==> src/modem_rx_settings.svh <==
`ifndef MODEM_RX_SETTINGS_SVH
`define MODEM_RX_SETTINGS_SVH

// Band channels, index 0 is 900 MHz, index 1 is 2.4 GHz
`define MRX_NUM_CH       2
`define MRX_WORD_W       32          // One I/Q frame
`define MRX_FIFO_DEPTH   16          // Sample FIFO, power of two
`define MRX_INVERT_MASK  2'b10       // 2.4 GHz pair lands on the N pin

// Frame sync patterns
`define MRX_I_SYNC       2'b10
`define MRX_Q_SYNC       2'b01

// Host register map
`define MRX_VERSION      8'h5A
`define MRX_REG_VERSION  5'd0
`define MRX_REG_CTRL     5'd1
`define MRX_REG_STATUS   5'd2
`define MRX_REG_ERRCNT   5'd3

`endif
==> src/modem_rx_pkg.sv <==
`include "modem_rx_settings.svh"

package modem_rx_pkg;

  // Frame layout on the wire, MSB first
  typedef struct packed {
    logic [1:0]  i_sync;   // Must be 2'b10
    logic [13:0] i_data;
    logic [1:0]  q_sync;   // Must be 2'b01
    logic [13:0] q_data;
  } iq_fields_t;

  // Same 32 bits, stored word or decoded frame
  typedef union packed {
    logic [`MRX_WORD_W-1:0] raw;
    iq_fields_t             fields;
  } iq_word_u;

  typedef enum logic {
    BAND_09 = 1'b0,
    BAND_24 = 1'b1
  } band_t;

  // Control register, byte bits [1:0]
  typedef struct packed {
    logic  enable;   // Bit 1
    band_t band;     // Bit 0
  } rx_ctrl_t;

endpackage

==> src/deframer_if.sv <==
`timescale 1ns/1ns

// One deframer to buffer link, no back-pressure
interface deframer_if import modem_rx_pkg::*; ();

  logic     word_valid;  // One-cycle strobe
  iq_word_u word;        // Valid with the strobe only
  logic     locked;      // Level
  logic     sync_err;    // One-cycle strobe on Q sync failure

  modport source (
    output word_valid, word, locked, sync_err
  );

  modport sink (
    input  word_valid, word, locked, sync_err
  );

endinterface

==> src/modem_rx_top.sv <==
`timescale 1ns/1ns
`include "modem_rx_settings.svh"

module modem_rx_top import modem_rx_pkg::*; (
  input  logic       i_glob_clock,
  input  logic       i_rst_b,
  // LVDS sample pairs
  input  logic [1:0] i_iq_rx_09,
  input  logic [1:0] i_iq_rx_24,
  // SPI host port
  input  logic       i_sck,
  input  logic       i_mosi,
  input  logic       i_ss,
  output logic       o_miso,
  // SMI host port
  input  logic       i_smi_a2,
  input  logic       i_smi_soe_se,
  output logic [7:0] o_smi_data,
  output logic       o_smi_data_oe,
  output logic       o_smi_read_req
);

  localparam logic [`MRX_NUM_CH-1:0] LP_INVERT = `MRX_INVERT_MASK;

  logic [1:0] w_pair [`MRX_NUM_CH];
  rx_ctrl_t   w_ctrl;
  logic       w_ovf_clear;
  logic [7:0] w_status;
  logic [7:0] w_err_count;
  logic       w_empty;
  iq_word_u   w_head;
  logic       w_pop;

  deframer_if df_bus [`MRX_NUM_CH] ();  // One link per band

  assign w_pair[0] = i_iq_rx_09;        // BAND_09
  assign w_pair[1] = i_iq_rx_24;        // BAND_24

  spi_regs u_spi_regs (
    .i_glob_clock (i_glob_clock),
    .i_rst_b      (i_rst_b),
    .i_sck        (i_sck),
    .i_mosi       (i_mosi),
    .i_ss         (i_ss),
    .o_miso       (o_miso),
    .o_ctrl       (w_ctrl),
    .o_ovf_clear  (w_ovf_clear),
    .i_status     (w_status),
    .i_err_count  (w_err_count)
  );

  generate
    for (genvar c = 0; c < `MRX_NUM_CH; c++) begin : g_deframer
      lvds_deframer #(
        .P_INVERT (LP_INVERT[c])
      ) u_deframer (
        .i_glob_clock (i_glob_clock),
        .i_rst_b      (i_rst_b),
        .i_pair       (w_pair[c]),
        .o_df         (df_bus[c])
      );
    end
  endgenerate

  rx_sample_buffer u_buffer (
    .i_glob_clock (i_glob_clock),
    .i_rst_b      (i_rst_b),
    .i_df         (df_bus),
    .i_ctrl       (w_ctrl),
    .i_ovf_clear  (w_ovf_clear),
    .o_empty      (w_empty),
    .o_head       (w_head),
    .i_pop        (w_pop),
    .o_status     (w_status),
    .o_err_count  (w_err_count)
  );

  smi_reader u_smi_reader (
    .i_glob_clock   (i_glob_clock),
    .i_rst_b        (i_rst_b),
    .i_smi_a2       (i_smi_a2),
    .i_smi_soe_se   (i_smi_soe_se),
    .i_empty        (w_empty),
    .i_head         (w_head),
    .o_pop          (w_pop),
    .o_smi_data     (o_smi_data),
    .o_smi_data_oe  (o_smi_data_oe),
    .o_smi_read_req (o_smi_read_req)
  );

endmodule

==> src/smi_reader.sv <==
`timescale 1ns/1ns

module smi_reader import modem_rx_pkg::*; (
  input  logic       i_glob_clock,
  input  logic       i_rst_b,
  input  logic       i_smi_a2,         // High selects RX direction
  input  logic       i_smi_soe_se,     // Read strobe, active low
  input  logic       i_empty,
  input  iq_word_u   i_head,
  output logic       o_pop,
  output logic [7:0] o_smi_data,
  output logic       o_smi_data_oe,
  output logic       o_smi_read_req
);

  logic [2:0] r_soe_sync;              // Two sync flops plus edge history
  logic       w_strobe_rise;
  logic       w_advance;
  logic [1:0] r_byte_idx;
  logic [1:0] w_byte_sel;

  always_ff @(posedge i_glob_clock) begin
    if (!i_rst_b) begin
      r_soe_sync <= 3'b111;            // Strobe idles high
      r_byte_idx <= 2'd0;
    end else begin
      r_soe_sync <= {r_soe_sync[1:0], i_smi_soe_se};
      if (w_advance) begin
        r_byte_idx <= r_byte_idx + 2'd1;  // Wraps to 0 on the pop
      end
    end
  end

  // End of a read strobe moves to the next byte
  assign w_strobe_rise = r_soe_sync[1] & ~r_soe_sync[2];
  assign w_advance     = w_strobe_rise & i_smi_a2 & ~i_empty;
  assign o_pop         = w_advance & (r_byte_idx == 2'd3);  // Last byte done

  // Byte 0 is the top byte of the word
  assign w_byte_sel = ~r_byte_idx;
  assign o_smi_data = i_head.raw[{w_byte_sel, 3'b000} +: 8];

  assign o_smi_data_oe  = i_smi_a2 & ~i_smi_soe_se;
  assign o_smi_read_req = i_smi_a2 & ~i_empty;  // DMA request toward the host

endmodule

==> src/rx_sample_buffer.sv <==
`timescale 1ns/1ns
`include "modem_rx_settings.svh"

module rx_sample_buffer import modem_rx_pkg::*; (
  input  logic       i_glob_clock,
  input  logic       i_rst_b,
  deframer_if.sink   i_df [`MRX_NUM_CH],
  input  rx_ctrl_t   i_ctrl,
  input  logic       i_ovf_clear,
  output logic       o_empty,
  output iq_word_u   o_head,
  input  logic       i_pop,
  output logic [7:0] o_status,
  output logic [7:0] o_err_count
);

  localparam int LP_AW = $clog2(`MRX_FIFO_DEPTH);

  logic [`MRX_NUM_CH-1:0] w_valid;
  logic [`MRX_NUM_CH-1:0] w_locked;
  logic [`MRX_NUM_CH-1:0] w_err;
  iq_word_u               w_word [`MRX_NUM_CH];
  iq_word_u               r_mem [`MRX_FIFO_DEPTH];
  logic [LP_AW:0]         r_wr_ptr;    // Extra bit tells full from empty
  logic [LP_AW:0]         r_rd_ptr;
  logic                   w_full;
  logic                   w_empty;
  logic                   w_sel_valid;
  logic                   w_push;
  logic                   w_pop;
  logic                   r_empty;
  logic                   r_ovf;
  logic [7:0]             r_err_count;
  logic [8:0]             w_err_sum;

  // Flatten the link array so the band select can index it
  for (genvar c = 0; c < `MRX_NUM_CH; c++) begin : g_link
    assign w_valid[c]  = i_df[c].word_valid;
    assign w_word[c]   = i_df[c].word;
    assign w_locked[c] = i_df[c].locked;
    assign w_err[c]    = i_df[c].sync_err;
  end

  // ====================================================================
  // Sample FIFO
  // ====================================================================
  assign w_full  = (r_wr_ptr[LP_AW] != r_rd_ptr[LP_AW]) &&
                   (r_wr_ptr[LP_AW-1:0] == r_rd_ptr[LP_AW-1:0]);
  assign w_empty = (r_wr_ptr == r_rd_ptr);

  assign w_sel_valid = i_ctrl.enable & w_valid[i_ctrl.band];  // Other band ignored
  assign w_push      = w_sel_valid & ~w_full;
  assign w_pop       = i_pop & ~w_empty;

  always_ff @(posedge i_glob_clock) begin
    if (w_push) begin
      r_mem[r_wr_ptr[LP_AW-1:0]] <= w_word[i_ctrl.band];
    end
  end

  always_ff @(posedge i_glob_clock) begin
    if (!i_rst_b) begin
      r_wr_ptr <= '0;
      r_rd_ptr <= '0;
      r_empty  <= 1'b1;
    end else begin
      if (w_push) begin
        r_wr_ptr <= r_wr_ptr + 1'b1;
      end
      if (w_pop) begin
        r_rd_ptr <= r_rd_ptr + 1'b1;
      end
      r_empty <= w_empty;               // Host side sees empty one cycle late
    end
  end

  // ====================================================================
  // Sticky overflow and sync error count
  // ====================================================================
  always_comb begin
    w_err_sum = {1'b0, r_err_count};
    for (int c = 0; c < `MRX_NUM_CH; c++) begin
      w_err_sum = w_err_sum + 9'(w_err[c]);  // Both bands counted
    end
  end

  always_ff @(posedge i_glob_clock) begin
    if (!i_rst_b) begin
      r_ovf       <= 1'b0;
      r_err_count <= 8'h00;
    end else if (i_ovf_clear) begin
      r_ovf       <= 1'b0;
      r_err_count <= 8'h00;
    end else begin
      if (w_sel_valid && w_full) begin
        r_ovf <= 1'b1;                  // Word dropped
      end
      r_err_count <= w_err_sum[8] ? 8'hFF : w_err_sum[7:0];  // Saturate
    end
  end

  assign o_empty     = r_empty;
  assign o_head      = r_mem[r_rd_ptr[LP_AW-1:0]];  // First word fall through
  assign o_status    = {3'b000, w_locked, r_ovf, w_full, r_empty};
  assign o_err_count = r_err_count;

endmodule

==> src/lvds_deframer.sv <==
`timescale 1ns/1ns
`include "modem_rx_settings.svh"

module lvds_deframer import modem_rx_pkg::*; #(
  parameter bit P_INVERT = 1'b0         // Pair wired to the N pin
) (
  input  logic       i_glob_clock,
  input  logic       i_rst_b,
  input  logic [1:0] i_pair,            // DDR bits, first one in bit 1
  deframer_if.source o_df
);

  logic [1:0] w_pair;
  iq_word_u   w_next;
  iq_word_u   r_shift;
  logic       r_busy;                   // Low while hunting for I sync
  logic [3:0] r_pair_cnt;
  logic       r_word_valid;
  logic       r_sync_err;
  logic       r_locked;

  assign w_pair = i_pair ^ {2{P_INVERT}};                         // Polarity fix
  assign w_next.raw = {r_shift.raw[`MRX_WORD_W-3:0], w_pair};     // MSB first

  // ====================================================================
  // Hunt, assemble, check
  // ====================================================================
  always_ff @(posedge i_glob_clock) begin
    r_shift <= w_next;                  // Free running, full frame after pair 16
    if (!i_rst_b) begin
      r_busy       <= 1'b0;
      r_pair_cnt   <= 4'd0;
      r_word_valid <= 1'b0;
      r_sync_err   <= 1'b0;
      r_locked     <= 1'b0;
    end else begin
      r_word_valid <= 1'b0;
      r_sync_err   <= 1'b0;
      if (!r_busy) begin
        if (w_pair == `MRX_I_SYNC) begin
          r_busy     <= 1'b1;           // Pair 1 of 16
          r_pair_cnt <= 4'd1;
          r_locked   <= 1'b1;
        end
      end else begin
        r_pair_cnt <= r_pair_cnt + 4'd1;
        if (r_pair_cnt == 4'd15) begin  // Sixteenth pair arriving now
          r_busy <= 1'b0;               // Next frame may follow back to back
          if (w_next.fields.q_sync == `MRX_Q_SYNC) begin
            r_word_valid <= 1'b1;
          end else begin
            r_sync_err <= 1'b1;
            r_locked   <= 1'b0;         // Misaligned, hunt again
          end
        end
      end
    end
  end

  // Interface drive
  assign o_df.word_valid = r_word_valid;
  assign o_df.word       = r_shift;     // Holds the frame in the strobe cycle
  assign o_df.locked     = r_locked;
  assign o_df.sync_err   = r_sync_err;

endmodule

==> src/spi_regs.sv <==
`timescale 1ns/1ns
`include "modem_rx_settings.svh"

module spi_regs import modem_rx_pkg::*; (
  input  logic       i_glob_clock,
  input  logic       i_rst_b,
  input  logic       i_sck,
  input  logic       i_mosi,
  input  logic       i_ss,
  output logic       o_miso,
  output rx_ctrl_t   o_ctrl,
  output logic       o_ovf_clear,
  input  logic [7:0] i_status,
  input  logic [7:0] i_err_count
);

  logic [2:0]  r_sck_sync;   // Two sync flops plus edge history
  logic [1:0]  r_mosi_sync;
  logic [1:0]  r_ss_sync;
  logic        w_active;
  logic        w_sck_rise;
  logic [3:0]  r_bit_cnt;    // Wraps after 16 bits
  logic [15:0] r_rx;         // {cmd, data}
  logic [15:0] w_rx_next;
  logic [7:0]  r_tx;         // Read shift register
  logic [7:0]  w_rd_data;
  logic        r_wr_pend;
  rx_ctrl_t    r_ctrl;
  logic        r_ovf_clear;

  // ====================================================================
  // Oversampling of the SPI pins
  // ====================================================================
  always_ff @(posedge i_glob_clock) begin
    if (!i_rst_b) begin
      r_sck_sync  <= 3'b000;
      r_mosi_sync <= 2'b00;
      r_ss_sync   <= 2'b11;  // Deselected
    end else begin
      r_sck_sync  <= {r_sck_sync[1:0], i_sck};
      r_mosi_sync <= {r_mosi_sync[0], i_mosi};
      r_ss_sync   <= {r_ss_sync[0], i_ss};
    end
  end

  assign w_active   = ~r_ss_sync[1];
  assign w_sck_rise = r_sck_sync[1] & ~r_sck_sync[2] & w_active;  // Mode 0 sample edge
  assign w_rx_next  = {r_rx[14:0], r_mosi_sync[1]};

  // Register read mux, address taken from the byte just completed
  always_comb begin
    case (w_rx_next[4:0])
      `MRX_REG_VERSION: w_rd_data = `MRX_VERSION;
      `MRX_REG_CTRL:    w_rd_data = {6'b000000, r_ctrl};
      `MRX_REG_STATUS:  w_rd_data = i_status;
      `MRX_REG_ERRCNT:  w_rd_data = i_err_count;
      default:          w_rd_data = 8'h00;
    endcase
  end

  // ====================================================================
  // Bit engine and register file
  // ====================================================================
  always_ff @(posedge i_glob_clock) begin
    if (w_sck_rise) begin
      r_rx <= w_rx_next;
    end
    if (!i_rst_b) begin
      r_bit_cnt   <= 4'd0;
      r_tx        <= 8'h00;
      r_wr_pend   <= 1'b0;
      r_ctrl      <= '0;
      r_ovf_clear <= 1'b0;
    end else begin
      r_wr_pend   <= 1'b0;
      r_ovf_clear <= 1'b0;
      if (!w_active) begin
        r_bit_cnt <= 4'd0;                // Realign on every select
      end else if (w_sck_rise) begin
        r_bit_cnt <= r_bit_cnt + 4'd1;
        if (r_bit_cnt == 4'd7) begin
          r_tx <= w_rd_data;              // MSB shows before first data edge
        end else if (r_bit_cnt[3]) begin
          r_tx <= {r_tx[6:0], 1'b0};      // Host already sampled this bit
        end
        if (r_bit_cnt == 4'd15) begin
          r_wr_pend <= w_rx_next[15];     // Write flag of the command byte
        end
      end
      // Applied one cycle after the last bit lands in r_rx
      if (r_wr_pend && (r_rx[12:8] == `MRX_REG_CTRL)) begin
        r_ctrl      <= rx_ctrl_t'(r_rx[1:0]);
        r_ovf_clear <= 1'b1;              // Control write also clears sticky status
      end
    end
  end

  assign o_miso      = r_tx[7] & ~i_ss;   // Quiet while deselected
  assign o_ctrl      = r_ctrl;
  assign o_ovf_clear = r_ovf_clear;

endmodule

==> config.mk <==
export PLATFORM = sky130hd
export DESIGN_NAME = modem_rx_top
export DESIGN_NICKNAME = d
export VERILOG_FILES = /design/src/modem_rx_pkg.sv /design/src/deframer_if.sv /design/src/modem_rx_top.sv /design/src/smi_reader.sv /design/src/rx_sample_buffer.sv /design/src/lvds_deframer.sv /design/src/spi_regs.sv
export VERILOG_INCLUDE_DIRS = /design/src
export SDC_FILE = /design/constraint.sdc
export NUM_CORES = 1
export LEC_CHECK = 0
export ABC_AREA = 1
export BUFFER_PORTS_ARGS = -buffer_cell sky130_fd_sc_hd__buf_2
export CORE_AREA = 5 5 227 229
export DETAILED_ROUTE_END_ITERATION = 16
export DIE_AREA = 0 0 232 234
export PLACE_DENSITY = 0.74
export SYNTH_ARGS = -nofsm -noshare
export SYNTH_HDL_FRONTEND = slang
export SYNTH_HIERARCHICAL = 1
export SYNTH_SLANG_ARGS = --single-unit
==> constraint.sdc <==
create_clock -name i_glob_clock -period 3.7 [get_ports i_glob_clock]
set_clock_uncertainty 0.05 [all_clocks]
set_input_delay 0.185 -clock i_glob_clock [delete_from_list [all_inputs] [get_ports i_glob_clock]]
set_output_delay 0.185 -clock i_glob_clock [all_outputs]
set_load 0.02 [all_outputs]
# Word level (Yosys, flattened, before mapping)
# Memory sizes are Yosys's and may differ from the RTL's. A register that Yosys moved wholly into a read port is not among the register bits.
# Index checks and enable logic that the tools add are counted.
# word_totals
ramBits	512
register_bits	143
out_inout_bits	11
n_memories	1
inputBits	11
# memory_table
memory	depth	word_bits	read_ports	rd_clocked_by_memory_dff	write_ports	line_no	rtl
u_buffer.r_mem	16	32	1	1	1	rx_sample_buffer.sv:23	iq_word_u r_mem [`MRX_FIFO_DEPTH];
# op_classes
n_shift	1
magnitude_cmp	2
mux	36
n_bitwise	26
reduce_logical	15
eq_ne	20
add_sub_neg	8
# ops
operator	n
two-way mux 32 bit	3
one-hot mux 8 bit (4 select lines)	1
indexed part select 32 x 6 -> 8 bit	1
two-way mux 4 bit	6
two-way mux 8 bit	3
two-way mux 1 bit	23
AND reduction 3 bit	5
adder 4 x 1 -> 4 bit (second input constant)	3
AND 1 bit	12
equality test 4 bit (second input constant)	3
NOT 1 bit	11
adder 5 x 1 -> 5 bit (second input constant)	2
equality test 5 x 1 -> 1 bit (second input constant)	2
equality test 5 x 2 -> 1 bit (second input constant)	2
adder 8 x 1 -> 9 bit	1
adder 9 x 1 -> 9 bit	1
!= test 2 bit (second input constant)	4
equality test 2 bit (second input constant)	3
nonzero test 2 bit	3
equality test 5 bit	1
logical NOT 5 bit	1
equality test 2 x 1 -> 1 bit (second input constant)	2
equality test 4 x 3 -> 1 bit (second input constant)	1
equality test 4 bit	1
9 further kinds	13

# Logic depth before layout (Yosys ltp)
# depth
depth_word	8
mapped_depth	13
depth_no_buf	10

# Cells and area by module
# Netlist, hierarchy kept.
# by_module_without_submodules
module	instances	cells_each	seq_area_each_um2	area_each_um2
rx_sample_buffer	1	1912	15855.2	22655.5
spi_regs	1	167	910.9	1607.8
lvds_deframer (g_deframer[0].u_deframer)	1	74	800.8	970.9
lvds_deframer (g_deframer[1].u_deframer)	1	75	800.8	968.4
smi_reader	1	93	100.1	560.5

# Worst setup path after synthesis
# Ideal clock, no wire load.
# synth_path
path_kind	register to register
from	register u_spi_regs.r_ctrl, in the netlist u_spi_regs/o_ctrl[0]
to	memory u_buffer/r_mem[0][0] in the netlist's numbering, enable pin
t_required_ns	3.229
t_arrival_ns	2.421
path_stages_with_launch	10
slack_ns	0.808
setup_time_ns	0.421
cell_sequence	dfxtp_1 > buf_2 > inv_1 > nand2_1 > nand3_1 > inv_1 > nand2_1 > inv_1 > nand2_1 > nor2_1
# synth_via
elab_chain_cells	6
# synth_lines
element	line_no	rtl
from (decl)	spi_regs.sv:28	rx_ctrl_t r_ctrl;
from (signal assigned)	spi_regs.sv:92	r_ctrl <= rx_ctrl_t'(r_rx[1:0]);
two-way mux 1 bit (not written as such) (2 in series)	rx_sample_buffer.sv:51	assign w_sel_valid = i_ctrl.enable & w_valid[i_ctrl.band];
AND 1 bit	rx_sample_buffer.sv:51	
AND 1 bit	rx_sample_buffer.sv:52	assign w_push = w_sel_valid & ~w_full;
two-way mux 1 bit	rx_sample_buffer.sv:56	if (w_push) begin
two-way mux 1 bit (not written as such)	rx_sample_buffer.sv:57	r_mem[r_wr_ptr[LP_AW-1:0]] <= w_word[i_ctrl.band];
to (decl)	rx_sample_buffer.sv:23	
# No other way between the ends. The select of a mux whose other input is x is not followed.

==> flow_summary.ini <==
[critical_path]
critPathBufInv = 2
arrival_ps = 3100
path_class = register to output pin
crit_fanout = 124
start_kind = register
endpoint_kind = output pin
crit_required_ps = 3460
cpPeakStageDelay_ps = 690
cpMaxStageDelayCell = dfxtp_4
critPathTopFamily = flip-flops
cp_cell_sequence = buf_12 > a21oi_1 > o21ai_1 > nand3_1 > nand3_1 > nand2_1 > o21ai_0 > nand2_1 > buf_2

[timing]
setup_viol = 0
hold_violations = 0
maxSlewViolCount = 0
relSlewSlack = 0.328
rsz0062_at_grt = no
period_share = 0.900
holdWs_ps = 67.8
min_period_ps = 3330
worstMarginPinSlew_ps = 1010
max_freq_mhz = 300
setup_tns_ps = 0

[grt]
busiest_layer = met2
met3_usage = 0.0396
grt_overflow_total = 0
grt_usage = 0.222
grt_start_max_net_pins = 125
antenna_found_initial = 0
grt_pass1_vias = 16600
grt_util_met1 = 0.305
grt_use_met2 = 0.367
grt_pass1_wl_um = 93400

[synthesis]
synthCells = 2321
ys_ff_latch = 659
yosysSeqAreaShare = 0.690
ys_types = 45
yosys_warnings = 6
synth_edf_count = 527
synth_area_mm2 = 0.0268
async_flop_share = 0
ys.flop_type = edfxtp_1
syn_area_per_cell_um2 = 11.5

[drt]
drtAntennaViolNets = 0
wl_per_cell_um = 19.8
first_iter_violations = 2123
vias_per_cell = 5.61
drt_wl_total_um = 60400
first_pass_iters = 5
post-route-drc-count = 0
vias = 17100

[cells_and_area]
num_antenna_cells = 0
layout_common_cells = edfxtp_1 (527), nand2_1 (358), inv_1 (338)
nets = 2346
final_common_cell = edfxtp_1
syn_to_final_growth_pct = 10.5
layout-drive-gt1-share = 0.0908
stdcell_area_mm2 = 0.0296

[cts]
cts_buffers = 67
cts-root-buf = clkbuf_16
ctsResizeCount = 0
postCtsHoldBufs = 9
cts_max_level = 3
tritoncts = built
clock_latency_ps = 610
cts_buffer_depth = 3
post-cts-setup-buffer-count = 0
clock_sinks = 659
path_clk_slew_ps = 50

[power]
p_per_area_mw_per_mm2 = 508
p_leak_nw = 10.8
ir_worst_vdd_v = 0.000264

[flow_run]
cap_violations = 0

[floorplan]
dieArea_mm2 = 0.0543
fp.dieH_um = 234
io_pins = 22
initial_core_util = 0.541
dieWidth_um = 232
core_mm2 = 0.0495
rows = 82

[place]
dp_hpwl_um = 32600
postPlaceCellArea_mm2 = 0.0272
numPortBuffers = 21
gp_congestion = 0.790

[status]
outcome = finished clean

[worst_hold_path]
hold_class = input pin to register
-- path summary, 6_finish.rpt --
path,start,to,depth (start not counted),slack [ps]
worst max-delay path,register,o_smi_data[2],9,370
worst min-delay path,i_rst_b,u_smi_reader/r_soe_sync[1]$_SDFF_PN1_,2,70
worst max register to register,u_buffer/r_wr_ptr[4]$_SDFFE_PN0P_,u_buffer/r_mem[5][18]$_DFFE_PP_,8,1040
worst min register to register,g_deframer[1].u_deframer/o_df.word[28]$_DFF_P_,g_deframer[1].u_deframer/o_df.word[30]$_DFF_P_,0,300
-- cell usage after synthesis, types with 2 or more instances --
| library cell | count | share of area |
|---|---|---|
| o21ai_0 | 76 | 0.014 |
| buf_6 | 46 | 0.019 |
| nand3_1 | 224 | 0.042 |
| nand4_1 | 18 | 0.0042 |
| edfxtp_1 | 527 | 0.59 |
| nand2_2 | 4 | 0.00093 |
| xnor2_1 | 2 | 0.00065 |
| buf_4 | 15 | 0.0042 |
| inv_1 | 339 | 0.048 |
| buf_2 | 18 | 0.0034 |
| buf_1 | 14 | 0.0020 |
| nor3_1 | 6 | 0.0011 |
| nand3b_1 | 2 | 0.00056 |
| nor2_4 | 3 | 0.0013 |
| a21oi_1 | 170 | 0.032 |
| buf_8 | 3 | 0.0017 |
| nor3_2 | 2 | 0.00075 |
| o21ai_1 | 80 | 0.015 |
| o211ai_1 | 137 | 0.038 |
| nand2_1 | 358 | 0.050 |
| nand3_2 | 2 | 0.00075 |
| dfxtp_1 | 132 | 0.099 |
| ha_1 | 10 | 0.0047 |
| nor2_1 | 59 | 0.0083 |
| xor2_1 | 2 | 0.00065 |
| inv_2 | 6 | 0.00084 |
| or2_2 | 2 | 0.00047 |
| nor2_2 | 3 | 0.00070 |
| clkbuf_1 | 35 | 0.0049 |
| a21oi_2 | 11 | 0.0036 |
-- layout make-up --
class	instances	area, um^2
fill	3850	19900
clock buffer	98	2000
sequential	659	18500
tap	672	841
multi-input combinational	1183	6120
timing repair buffer	66	566
clock inverter	26	253
inverter	347	1310
-- registers in the layout, summed over array words and instances, names as in the netlist, 2 cells and up, named ones only --
signal                                 count
u_buffer/r_rd_ptr                          5
u_buffer/o_err_count                       8
g_deframer.u_deframer/o_df.locked          2
u_spi_regs/r_bit_cnt                       4
u_spi_regs/r_mosi_sync                     2
u_buffer/r_mem                           512
g_deframer.u_deframer/r_pair_cnt           8
u_spi_regs/r_rx                           15
g_deframer.u_deframer/r_busy               2
u_smi_reader/r_byte_idx                    2
g_deframer.u_deframer/o_df.word           64
u_smi_reader/r_soe_sync                    3
u_spi_regs/r_sck_sync                      3
g_deframer.u_deframer/o_df.sync_err        2
u_spi_regs/r_ss_sync                       2
u_spi_regs/r_tx                            8
u_spi_regs/o_ctrl                          2
u_buffer/r_wr_ptr                          5
g_deframer.u_deframer/o_df.word_valid      2
-- power breakdown --
| part | leakage (nW) | switching, mW | internal [mW] | total, mW |
|---|---|---|---|---|
| clock | 1.11 | 2.75 | 4.04 | 6.79 |
| combinational | 3.84 | 0.127 | 0.0310 | 0.158 |
| sequential | 5.83 | 0.0308 | 8.04 | 8.07 |
-- stage by stage --
step | setup slack (ps) | utilization | power [mW] | instances
after detailed placement | 1050 | 0.551 | 8.37 | 2918
after global placement | 1100 | 0.551 | 8.36 | 2918
after floorplan | 808 | - | 8.31 | 2323
after CTS | 399 | 0.598 | 15.1 | 3051
after global routing | 216 | 0.598 | 15.5 | 3051
final | 369 | 0.598 | 15.0 | 3051
-- per-layer routing --
layer	up-vias	routed length, um
met3	124	4920
met5	-	0
li1	8025	-
met4	0	1560
met2	706	29000
met1	8261	24900
-- logic make-up after synthesis --
kind of cell	count (synthesis)	share of synthesized area
buf+inv	481	0.0856
flops	659	0.690
compound gates	475	0.103
simple gates	690	0.114
other cells	1	0.000140
xor+xnor	4	0.00131
fa+ha+maj	11	0.00542
No activity file was read; power rests on OpenSTA's default activity.
